<file path="src/rtl/decode_cfg.svh">
/*
 * decode stage configuration macros
 * - datapath and register file sizes
 * - opcode values of the supported subset
 * - function value of jr
 */
`ifndef DECODE_CFG_SVH
`define DECODE_CFG_SVH

// datapath sizes
`define DATA_W     32
`define REG_COUNT  32
`define REG_AW     5

// primary opcodes, instr[31:26]
`define OP_RTYPE   6'h00
`define OP_J       6'h02
`define OP_JAL     6'h03
`define OP_BEQ     6'h04
`define OP_BNE     6'h05
`define OP_ADDI    6'h08
`define OP_SLTI    6'h0a
`define OP_ANDI    6'h0c
`define OP_ORI     6'h0d
`define OP_LUI     6'h0f
`define OP_LB      6'h20
`define OP_LH      6'h21
`define OP_LW      6'h23
`define OP_SW      6'h2b

// function field of the register jump, instr[5:0]
`define FN_JR      6'h08

`endif

</file>
<file path="src/rtl/decode_pkg.sv">
/*
 * shared types of the decode stage
 * - width typedefs for words, register indices, alu codes
 * - enums for load, branch, jump and forwarding kinds
 * - packed bundles for control, operands, the id/ex register,
 *   the writeback port and the hazard inputs
 */
`default_nettype none

`include "decode_cfg.svh"

package decode_pkg;

	typedef logic [`DATA_W-1:0] word_t;
	typedef logic [`REG_AW-1:0] reg_addr_t;
	// function field for r-type, opcode for the rest
	typedef logic [5:0]         alu_op_t;

	typedef enum logic [1:0] {LOAD_WORD, LOAD_HALF, LOAD_BYTE} load_kind_t;
	typedef enum logic [1:0] {BR_NONE, BR_EQ, BR_NE} branch_kind_t;
	typedef enum logic [1:0] {JMP_NONE, JMP_J, JMP_JAL, JMP_JR} jump_kind_t;
	// operand source picked in execute
	typedef enum logic [1:0] {FWD_REG, FWD_EXE, FWD_MEM} fwd_sel_t;

	// ========================================================================
	// pipeline bundles
	// ========================================================================
	typedef struct packed {
		alu_op_t    alu_op;
		logic       alu_src;     // second operand is the immediate
		logic       reg_dst;     // destination is rd, not rt
		logic       mem_read;
		logic       mem_write;
		load_kind_t load_kind;
		logic       mem_to_reg;
		logic       reg_write;
		logic       link;        // jal writes pc+8
	} ctrl_t;

	typedef struct packed {
		word_t     rs_data;
		word_t     rt_data;
		word_t     imm_ext;
		word_t     branch_target;
		reg_addr_t rt_addr;
		reg_addr_t rd_addr;
		fwd_sel_t  fwd_a;
		fwd_sel_t  fwd_b;
	} operands_t;

	typedef struct packed {
		ctrl_t        ctrl;
		operands_t    ops;
		word_t        pc4;
		branch_kind_t branch;
	} id_ex_t;

	// write request coming back from writeback
	typedef struct packed {
		logic      we;
		reg_addr_t addr;
		word_t     data;
	} wb_port_t;

	// destinations still in flight in execute and memory
	typedef struct packed {
		reg_addr_t exe_dst;
		logic      exe_reg_write;
		reg_addr_t mem_dst;
		logic      mem_reg_write;
	} hazard_t;

endpackage

`default_nettype wire

</file>
<file path="src/rtl/control_decoder.sv">
/*
 * control decoder of the decode stage
 * - opcode / function case table into the control bundle
 * - branch kind, jump kind and fetch stall
 * - sign-extend select for the immediate
 */
`timescale 1ns/1ps
`default_nettype none

`include "decode_cfg.svh"

module control_decoder (
	input  decode_pkg::word_t        i_instr,
	output decode_pkg::ctrl_t        o_ctrl,
	output decode_pkg::branch_kind_t o_branch,
	output decode_pkg::jump_kind_t   o_jump,
	output logic                     o_sign_ext,
	output logic                     o_ifstall
);

	import decode_pkg::*;

	alu_op_t opcode;
	alu_op_t funct;

	assign opcode = i_instr[31:26];
	assign funct  = i_instr[5:0];

	// ========================================================================
	// decode table
	// ========================================================================
	always_comb begin
		// everything idle unless the table says otherwise
		o_ctrl   = '0;
		o_branch = BR_NONE;
		o_jump   = JMP_NONE;
		case (opcode)
			`OP_RTYPE: begin
				if (funct == `FN_JR) begin
					// register jump, nothing to write back
					o_jump = JMP_JR;
				end else if (i_instr != '0) begin
					// all-zero word is the fetch nop and stays idle
					o_ctrl.alu_op    = funct;
					o_ctrl.reg_dst   = 1'b1;
					o_ctrl.reg_write = 1'b1;
				end
			end
			`OP_ADDI, `OP_SLTI, `OP_ANDI, `OP_ORI, `OP_LUI: begin
				o_ctrl.alu_op    = opcode;
				o_ctrl.alu_src   = 1'b1;
				o_ctrl.reg_write = 1'b1;
			end
			`OP_LB, `OP_LH, `OP_LW: begin
				o_ctrl.alu_op     = opcode;
				o_ctrl.alu_src    = 1'b1;
				o_ctrl.mem_read   = 1'b1;
				o_ctrl.mem_to_reg = 1'b1;
				o_ctrl.reg_write  = 1'b1;
				// size of the loaded value
				case (opcode)
					`OP_LB:  o_ctrl.load_kind = LOAD_BYTE;
					`OP_LH:  o_ctrl.load_kind = LOAD_HALF;
					default: o_ctrl.load_kind = LOAD_WORD;
				endcase
			end
			`OP_SW: begin
				o_ctrl.alu_op    = opcode;
				o_ctrl.alu_src   = 1'b1;
				o_ctrl.mem_write = 1'b1;
			end
			`OP_BEQ: begin
				o_ctrl.alu_op = opcode;
				o_branch      = BR_EQ;
			end
			`OP_BNE: begin
				o_ctrl.alu_op = opcode;
				o_branch      = BR_NE;
			end
			`OP_J: begin
				o_ctrl.alu_op = opcode;
				o_jump        = JMP_J;
			end
			`OP_JAL: begin
				// return address pc+8, r31 picked in writeback
				o_ctrl.alu_op    = opcode;
				o_ctrl.reg_write = 1'b1;
				o_ctrl.link      = 1'b1;
				o_jump           = JMP_JAL;
			end
			default: begin
				// unknown opcode keeps the idle defaults
			end
		endcase
	end

	// logical immediates are zero extended
	assign o_sign_ext = !((opcode == `OP_ANDI) || (opcode == `OP_ORI));

	// fetch waits on any change of flow
	assign o_ifstall = (o_branch != BR_NONE) || (o_jump != JMP_NONE);

	// a memory access is either a load or a store
	a_mem_excl : assert final (!(o_ctrl.mem_read && o_ctrl.mem_write))
		else $error("mem_read and mem_write both set");

endmodule

`default_nettype wire

</file>
<file path="src/rtl/register_bank.sv">
/*
 * register bank
 * - 32 x 32-bit storage, register 0 hard-wired to zero
 * - two read ports with write-through from writeback
 */
`timescale 1ns/1ps
`default_nettype none

`include "decode_cfg.svh"

module register_bank (
	input  logic                 i_clk,
	input  logic                 i_nrst,
	input  decode_pkg::reg_addr_t i_rs_addr,
	input  decode_pkg::reg_addr_t i_rt_addr,
	input  decode_pkg::wb_port_t  i_wb,
	output decode_pkg::word_t     o_rs_data,
	output decode_pkg::word_t     o_rt_data
);

	import decode_pkg::*;

	// no storage behind register 0
	word_t regs [1:`REG_COUNT-1];

	// zero register, then writeback bypass, then storage
	function automatic word_t read_port(input reg_addr_t addr);
		word_t value;
		if (addr == '0) begin
			value = '0;
		end else if (i_wb.we && (i_wb.addr == addr)) begin
			value = i_wb.data;
		end else begin
			value = regs[addr];
		end
		return value;
	endfunction

	always_ff @(posedge i_clk or negedge i_nrst) begin
		if (!i_nrst) begin
			for (int i = 1; i < `REG_COUNT; i++) begin
				regs[i] <= '0;
			end
		end else if (i_wb.we && (i_wb.addr != '0)) begin
			regs[i_wb.addr] <= i_wb.data;
		end
	end

	always_comb begin
		o_rs_data = read_port(i_rs_addr);
		o_rt_data = read_port(i_rt_addr);
	end

	// writeback must name its target whenever it writes
	a_wb_addr_known : assert property (
		@(posedge i_clk) disable iff (!i_nrst)
		i_wb.we |-> !$isunknown(i_wb.addr)
	) else $error("writeback address unknown during write");

endmodule

`default_nettype wire

</file>
<file path="src/rtl/operand_unit.sv">
/*
 * operand unit of the decode stage
 * - register bank reads for rs and rt
 * - immediate extension and branch target adder
 * - forwarding source select for both operands
 */
`timescale 1ns/1ps
`default_nettype none

`include "decode_cfg.svh"

module operand_unit (
	input  logic                  i_clk,
	input  logic                  i_nrst,
	input  decode_pkg::word_t     i_instr,
	input  decode_pkg::word_t     i_pc4,
	input  logic                  i_sign_ext,
	input  decode_pkg::wb_port_t  i_wb,
	input  decode_pkg::hazard_t   i_hazard,
	output decode_pkg::operands_t o_ops
);

	import decode_pkg::*;

	reg_addr_t   rs_addr;
	logic [15:0] imm;
	word_t       imm_ext;

	// execute wins over memory, r0 and idle stages never forward
	function automatic fwd_sel_t fwd_select(input reg_addr_t src, input hazard_t hz);
		fwd_sel_t sel;
		if (hz.exe_reg_write && (hz.exe_dst != '0) && (hz.exe_dst == src)) begin
			sel = FWD_EXE;
		end else if (hz.mem_reg_write && (hz.mem_dst != '0) && (hz.mem_dst == src)) begin
			sel = FWD_MEM;
		end else begin
			sel = FWD_REG;
		end
		return sel;
	endfunction

	// instruction fields
	assign rs_addr       = i_instr[25:21];
	assign o_ops.rt_addr = i_instr[20:16];
	assign o_ops.rd_addr = i_instr[15:11];
	assign imm           = i_instr[15:0];

	register_bank register_bank_inst (
		.i_clk     (i_clk),
		.i_nrst    (i_nrst),
		.i_rs_addr (rs_addr),
		.i_rt_addr (o_ops.rt_addr),
		.i_wb      (i_wb),
		.o_rs_data (o_ops.rs_data),
		.o_rt_data (o_ops.rt_data)
	);

	// ========================================================================
	// immediate and branch target
	// ========================================================================
	// lui keeps the low-half form, the alu shifts it up
	assign imm_ext = i_sign_ext ? {{(`DATA_W-16){imm[15]}}, imm}
	                            : {{(`DATA_W-16){1'b0}}, imm};
	assign o_ops.imm_ext = imm_ext;

	// word offset relative to pc+4
	assign o_ops.branch_target = i_pc4 + (imm_ext << 2);

	// forwarding for operand a (rs) and b (rt)
	assign o_ops.fwd_a = fwd_select(rs_addr, i_hazard);
	assign o_ops.fwd_b = fwd_select(o_ops.rt_addr, i_hazard);

endmodule

`default_nettype wire

</file>
<file path="src/rtl/id_ex_register.sv">
/*
 * decode/execute pipeline register
 * - control, branch kind, operands and pc+4 in one bundle
 * - cleared to an idle bundle on reset
 */
`timescale 1ns/1ps
`default_nettype none

module id_ex_register (
	input  logic                     i_clk,
	input  logic                     i_nrst,
	input  decode_pkg::ctrl_t        i_ctrl,
	input  decode_pkg::branch_kind_t i_branch,
	input  decode_pkg::operands_t    i_ops,
	input  decode_pkg::word_t        i_pc4,
	output decode_pkg::id_ex_t       o_id_ex
);

	import decode_pkg::*;

	id_ex_t next;

	// gather both decode halves
	always_comb begin
		next        = '0;
		next.ctrl   = i_ctrl;
		next.ops    = i_ops;
		next.pc4    = i_pc4;
		next.branch = i_branch;
	end

	// all-zero means no write, no memory access, BR_NONE
	always_ff @(posedge i_clk or negedge i_nrst) begin
		if (!i_nrst) begin
			o_id_ex <= '0;
		end else begin
			o_id_ex <= next;
		end
	end

	// execute relies on a clean write enable every cycle
	a_reg_write_known : assert property (
		@(posedge i_clk) disable iff (!i_nrst)
		!$isunknown(o_id_ex.ctrl.reg_write)
	) else $error("registered reg_write unknown");

endmodule

`default_nettype wire

</file>
<file path="src/rtl/decode_stage.sv">
/*
 * decode stage top level
 * - control decoder and operand unit side by side
 * - decode/execute register for the execute stage
 * - combinational jump outputs and fetch stall
 */
`timescale 1ns/1ps
`default_nettype none

`include "decode_cfg.svh"

module decode_stage (
	input  logic                   i_clk,
	input  logic                   i_nrst,
	input  decode_pkg::word_t      i_pc4,
	input  decode_pkg::word_t      i_instr,
	input  decode_pkg::wb_port_t   i_wb,
	input  decode_pkg::hazard_t    i_hazard,
	output decode_pkg::id_ex_t     o_id_ex,
	output decode_pkg::jump_kind_t o_jump_kind,
	output decode_pkg::word_t      o_jump_target,
	output decode_pkg::word_t      o_jr_target,
	output logic                   o_ifstall
);

	import decode_pkg::*;

	ctrl_t        ctrl;
	branch_kind_t branch;
	logic         sign_ext;
	operands_t    ops;

	control_decoder control_decoder_inst (
		.i_instr    (i_instr),
		.o_ctrl     (ctrl),
		.o_branch   (branch),
		.o_jump     (o_jump_kind),
		.o_sign_ext (sign_ext),
		.o_ifstall  (o_ifstall)
	);

	operand_unit operand_unit_inst (
		.i_clk      (i_clk),
		.i_nrst     (i_nrst),
		.i_instr    (i_instr),
		.i_pc4      (i_pc4),
		.i_sign_ext (sign_ext),
		.i_wb       (i_wb),
		.i_hazard   (i_hazard),
		.o_ops      (ops)
	);

	id_ex_register id_ex_register_inst (
		.i_clk    (i_clk),
		.i_nrst   (i_nrst),
		.i_ctrl   (ctrl),
		.i_branch (branch),
		.i_ops    (ops),
		.i_pc4    (i_pc4),
		.o_id_ex  (o_id_ex)
	);

	// pseudo-direct target, region bits of pc+4 kept
	assign o_jump_target = {i_pc4[`DATA_W-1 -: 4], i_instr[25:0], 2'b00};

	// jr goes straight to the rs value
	assign o_jr_target = ops.rs_data;

endmodule

`default_nettype wire

</file>
<file path="config.mk">
export PLATFORM = sky130hd
export DESIGN_NAME = decode_stage
export DESIGN_NICKNAME = d
export VERILOG_FILES = /design/src/rtl/decode_pkg.sv /design/src/rtl/control_decoder.sv /design/src/rtl/register_bank.sv /design/src/rtl/operand_unit.sv /design/src/rtl/id_ex_register.sv /design/src/rtl/decode_stage.sv
export VERILOG_INCLUDE_DIRS = /design/src /design/src/rtl
export SDC_FILE = /design/constraint.sdc
export NUM_CORES = 2
export LEC_CHECK = 0
export BUFFER_PORTS_ARGS = -buffer_cell sky130_fd_sc_hd__buf_2
export CAP_MARGIN = 20
export CORE_ASPECT_RATIO = 1.1
export CORE_MARGIN = 2
export CORE_UTILIZATION = 45
export CTS_CLUSTER_DIAMETER = 80
export DETAILED_ROUTE_END_ITERATION = 12
export PLACE_DENSITY = 0.74
export SLEW_MARGIN = 20
export SYNTH_ARGS = -nofsm -noshare
export SYNTH_HDL_FRONTEND = slang
export SYNTH_SLANG_ARGS = --single-unit
</file>
<file path="constraint.sdc">
create_clock -name i_clk -period 5.35 [get_ports i_clk]
set_input_delay 1.07 -clock i_clk [delete_from_list [all_inputs] [get_ports i_clk]]
set_output_delay 1.07 -clock i_clk [all_outputs]
set_load 0.03 [all_outputs]
</file>
After elaboration in Yosys (flattened, before gate mapping) --
Cells that the tools add are included.
Word-level totals: register bits 1183, output and inout bits 258
Cells by class: add/sub/neg operators 1, magnitude comparators 4, eq/ne operators 20, multiplexer cells 34, bitwise logic cells 3, reductions and logical operators 25
Operator list (count):
- $bwmux W992 | 1
- $bmux W32 S5 | 2
- $mux W32 | 10
- $demux W32 S5 | 1
- $eq A6 B4 Y1 const B | 6
- $add A32 B32 Y32 | 1
- $reduce_bool A32 Y1 | 1
- $eq A5 B5 Y1 | 6
- $eq A6 B6 Y1 const B | 4
- $ge A6 B6 Y1 const B | 3
- $not A5 Y6 | 3
- $reduce_or A9 Y1 | 2
- $reduce_bool A5 Y1 | 3
- $reduce_or A13 Y1 | 1
- $eq A6 B2 Y1 const B | 2
- $eq A6 B3 Y1 const B | 2
- $mux W6 | 2
- $pmux W6 S2 | 1
- $logic_and A1 B1 Y1 | 10
- $logic_not A5 Y1 | 2
- $mux W2 | 5
- $pmux W2 S2 | 2
- $mux W1 | 7
- $logic_not A6 Y1 | 1
- other kinds (7) | 9

Longest topological paths before layout --
word-level depth 6, mapped depth 11, mapped depth without buffers 11

Cells and area by module --
From an unflattened synthesis, not the netlist that was laid out.
Second synthesis, totals: cell total of the unflattened synthesis 4643, area total of the unflattened synthesis 62507.4 um2
Modules (own cells, without submodules):
- register_bank | instances 1, cells each 4019, area an instance 54861.4 um2
- id_ex_register | instances 1, cells each 191, area an instance 4779.6 um2
- operand_unit | instances 1, cells each 319, area an instance 2135.8 um2
- control_decoder | instances 1, cells each 81, area an instance 486.7 um2
- decode_stage | instances 1, cells each 33, area an instance 244.0 um2

Worst setup path before layout --
OpenSTA, ideal clock, no wires.
kind input to output, from input port i_instr[22], to output port o_jr_target[10], arrival time 3.147 ns, path slack 1.133 ns, cell stages on the path 10, cells stage by stage buf_2 > clkbuf_1 > clkbuf_1 > mux4_2 > mux4_2 > mux2i_1 > nor2_1 > a21oi_1 > nor2_1 > buf_4
RTL lines:
- from (decl) | RTL line decode_stage.sv:16 | input decode_pkg::word_t i_instr,
- to (decl) | RTL line decode_stage.sv:22 | output decode_pkg::word_t o_jr_target,

Worst setup path in the final report --
from input port i_instr[23], to output port o_jr_target[21]
Between the ends: longest elaborated chain between the ends 6, elaborated cells between the ends (all ways) 9
RTL lines:
- $not A5 Y6 (implied by the code) | RTL line register_bank.sv:34 | value = regs[addr];
- $bmux W32 S5 | RTL line register_bank.sv:34
- $mux W32 (implied by the code) (2 in series) | RTL line register_bank.sv:34
- $mux W32 | RTL line register_bank.sv:31 | end else if (i_wb.we && (i_wb.addr == addr)) begin
- $mux W32 * | RTL line register_bank.sv:29 | if (addr == '0) begin
Every way passes the cells marked *; elsewhere a longest branch is shown, timed or not. The select of a mux whose other input is x is not followed.

==> flow_metrics.env <==
export IMPL_outcome="finished, final reports clean"
export IMPL_yosysWarnings=0
export IMPL_grt_total_usage_pct=25.5
export IMPL_ant_nets=0
export IMPL_finalCritPeriodShare_pct=91.7
export IMPL_worstPathCellList="buf_6 -> xor2_1 -> nor4_1 -> and3_4 -> buf_4 -> nor2_1 -> a21oi_1 -> nor2_1 -> buf_2"
export IMPL_worstPathMaxFanout=28
export IMPL_clk_root_buffer_cell="clkbuf_16"
export IMPL_fin_ws_ns=0.442
export IMPL_power_density_mw_per_mm2=387
export IMPL_path_clk_slew_ns=0.06
export IMPL_r2r_end="id_ex_register_inst.o_id_ex[127]"
export IMPL_reg2reg_depth=6
export IMPL_start_util_pct=45.2
export IMPL_grt_pass1_wl_microns=262000
export IMPL_p_comb_share_pct=22.5
export IMPL_first_pass_iters=5
export IMPL_cts_hold_fix_buffers=0
export IMPL_drc=0
export IMPL_p_int_mw=18.9
export IMPL_hp_class="in -> async"
export IMPL_seq_power_share_pct=43.8
export IMPL_p_switching_mw=7.50
export IMPL_async_flop_share_pct=100
export IMPL_finalCoreUtilization_pct=51.0
export IMPL_end_kind="output port"
export IMPL_die_x_microns=354
export IMPL_crit_required_ns=4.28
export IMPL_synth_top_flop_cell="dfrtp_1"
export IMPL_report_power_total_mw=26.4
export IMPL_cts_tree="done"
export IMPL_vias=37900
export IMPL_hold_worst_slack_ns=0.399
export IMPL_synthMuxAreaShare_pct=42.1
export IMPL_start_kind="input port"
export IMPL_finalClockSkew_ns=0.0268
export IMPL_port_buffers=371
export IMPL_cap_violations=0
export IMPL_slowest_delay_ns=0.74
export IMPL_htreeDepth=3
export IMPL_syn_area_sq_mm=0.0606
export IMPL_wl_met1_microns=70100
export IMPL_p_sw_share_pct=28.4
export IMPL_yosys_area_share_simple_pct=2.37
export IMPL_wl_per_cell_microns=29.1
export IMPL_grt_max_degree=126
export IMPL_gp_congestion=0.838
export IMPL_post_place_ws_ns=0.453
export IMPL_met3RoutedLength_microns=13100
export IMPL_drt_total_wl_microns=175000
export IMPL_ys_ff_latch=1160
export IMPL_yosysSeqAreaShare_pct=47.9
export IMPL_cts_buffer_depth=3
export IMPL_first_global_vias=39400
export IMPL_grt_antenna_before_repair=19
export IMPL_synth_cell_types=73
export IMPL_vdd_ir_drop_max_v=0.000296
export IMPL_drt_initial_drc_count=3833
export IMPL_path_class="in -> out"
export IMPL_leakage_nw=30.1
export IMPL_fmax_mhz=204
export IMPL_slew_headroom_pct=25.9
export IMPL_cp_arrival_ns=3.84
export IMPL_drive_gt1_share_pct=56.9
export IMPL_core_area_sq_mm=0.134
export IMPL_top_layer_used="met5"
export IMPL_areaGrowthSynthToFinish_pct=12.7
export IMPL_gr_total_overflow=0
export IMPL_setup_tns_ns=0
export IMPL_path_common_cell="nor2_1"
export IMPL_final_fill_count=10900
export IMPL_reg2reg_setup_slack_ns=3.09
export IMPL_r2r_start="operand_unit_inst.register_bank_inst.regs[335]"
export IMPL_worstMarginPinSlew_ns=1.11
export IMPL_cts_made_buffers=120
export IMPL_setup_viol=0
export IMPL_die_y_microns=389
export IMPL_synth_top_family_by_area="multiplexers"
export IMPL_finalHoldViolations=0
export IMPL_clock_sinks=1160
export IMPL_slowest_stage="and3_4"
export IMPL_post_cts_resized=0
export IMPL_syn_avg_cell_area_sq_um=15.3
export IMPL_wl_met2_microns=83500
export IMPL_die_area_sq_mm=0.138
export IMPL_rsz0062_at_grt="no"
export IMPL_synth_enable_flop_cells=0
export IMPL_post_cts_repair_setup_buffers=0
export IMPL_core_rowCount=141
export IMPL_final_nets=4232
export IMPL_ioPinCount=374
export IMPL_synthXorXnorAreaFrac_pct=0.838
export IMPL_via_per_inst=6.33
export IMPL_power_frac_clock_pct=33.6
export IMPL_clock_latency_ns=0.76
export IMPL_hpwlAfterDp_microns=105000
export IMPL_maxSlewViolCount=0
export IMPL_finalWorstPathRequiredPeriod_ns=4.91
export IMPL_synth_fa_ha_area_share_pct=0.401
export IMPL_synthCells=3953
export IMPL_synth_compound_area_share_pct=2.52
## cell type report
| cell class | count | area [sq um] | share of cell area, % |
|---|---|---|---|
| Timing Repair Buffer | 498 | 3320 | 4.86 |
| Antenna cell | 8 | 20.0 | 0.0293 |
| Tap cell | 1787 | 2240 | 3.27 |
| Sequential cell | 1160 | 29000 | 42.5 |
| Clock inverter | 54 | 726 | 1.06 |
| Inverter | 11 | 41.3 | 0.0605 |
| Multi-Input combinational cell | 2307 | 29500 | 43.1 |
| Clock buffer | 168 | 3470 | 5.09 |
## worst max-delay path by stage
stage / start / end / slack, ns / cells after the start
floorplan: i_instr[22] / o_jr_target[10] / 1.13 / 10
global placement: i_instr[21] / o_jr_target[1] / 0.42 / 9
detailed placement: i_instr[21] / o_jr_target[31] / 0.45 / 10
CTS: i_instr[21] / o_jr_target[31] / 0.45 / 10
global route: i_instr[21] / o_jr_target[1] / 0.32 / 9
finish: i_instr[23] / o_jr_target[21] / 0.44 / 9
## worst max-delay path: cells and delay by family
kind / cells / cell delay [ns]
buffers and inverters: 3 / 1.01
xor gates and xnor gates: 1 / 0.14
and+or+nand+nor: 4 / 1.27
AOI/OAI and AO/OA: 1 / 0.24
## per-layer routing
layer,vias to the layer above,GRT usage [%]
li1,15300,-
met1,20500,34.3
met2,1678,40.4
met3,408,5.02
met4,18,11.1
met5,-,0
## Yosys cell counts, drive strengths merged, types with 4 or more instances
| library cell | count | area [sq um] |
|---|---|---|
| xnor2 | 25 | 219 |
| nor2b | 6 | 37.5 |
| ha | 17 | 213 |
| mux4 | 576 | 13000 |
| inv | 11 | 41.3 |
| dfrtp | 1160 | 29000 |
| mux2 | 1056 | 11900 |
| clkbuf | 226 | 848 |
| nor3 | 8 | 40.0 |
| o21ai | 18 | 90.1 |
| xor2 | 33 | 289 |
| buf | 250 | 1410 |
| a211oi | 5 | 42.5 |
| and3 | 11 | 71.3 |
| and2 | 5 | 33.8 |
| or4 | 10 | 75.1 |
| a22o | 69 | 604 |
| a21oi | 85 | 425 |
| nor4 | 8 | 50.1 |
| mux2i | 67 | 671 |
| nor3b | 4 | 30.0 |
| nand3b | 8 | 72.6 |
| a21o | 10 | 76.3 |
| nand3 | 13 | 65.1 |
| nand2 | 47 | 176 |
| nor2 | 174 | 653 |
## power groups by stage
stage / Combinational (mW) / Sequential [mW] / Clock, mW
final: 5.95 / 11.6 / 8.89
after global routing: 6.35 / 11.8 / 9.39
after CTS: 5.99 / 11.5 / 9.03
after detailed placement: 5.96 / 11.7 / 0
after global placement: 5.83 / 11.6 / 0
after floorplan: 4.23 / 11.7 / 0
## cell families (layout without fill, tap and decap cells)
| kind of cell | Yosys count | count (layout) |
|---|---|---|
| buf+inv | 487 | 731 |
| other cells | 1 | 10 |
| simple gates | 311 | 311 |
| xor+xnor | 58 | 58 |
| compound gates | 218 | 218 |
| mux | 1699 | 1699 |
| flops | 1160 | 1160 |
| fa+ha+maj | 19 | 19 |
## through the flow
step	std cells	cell area (sq um)
2_1_floorplan	3954	60600
3_3_place_gp	5763	64100
3_5_place_dp	5763	64100
4_1_cts	5985	68300
5_1_grt	5988	68300
6_report	5993	68300
## state kept, by name (all words and copies together), names as in the netlist
| register | cells |
|---|---|
| id_ex_register_inst.o_id_ex | 168 |
| operand_unit_inst.register_bank_inst.regs | 992 |
## cells in the final DEF, fill, tap and decap left out, types with 5 or more instances in the layout
cell / synthesis / routed
a21o_1: 9 / 9
a21oi_1: 85 / 85
a22o_1: 69 / 69
and3_1: 9 / 7
buf_12: 0 / 35
buf_2: 66 / 360
buf_4: 94 / 96
buf_8: 0 / 5
bufinv_16: 0 / 14
clkbuf_1: 226 / 20
clkbuf_16: 0 / 121
clkbuf_8: 0 / 27
clkinv_2: 0 / 19
clkinvlp_4: 0 / 8
dfrtp_1: 1160 / 1160
diode_2: 0 / 8
ha_1: 17 / 17
inv_1: 11 / 11
inv_6: 0 / 6
mux2_2: 1056 / 1056
mux2i_1: 67 / 67
mux4_2: 576 / 576
nand2_1: 47 / 32
nand2_2: 0 / 15
nand3_1: 13 / 13
nand3b_1: 7 / 7
nor2_1: 174 / 156
nor2_4: 0 / 18
nor3_1: 8 / 8
nor4_1: 8 / 8
o21ai_0: 16 / 16
or4_1: 10 / 10
xnor2_1: 25 / 25
xor2_1: 33 / 33
Power figures use the tool's default switching activity.
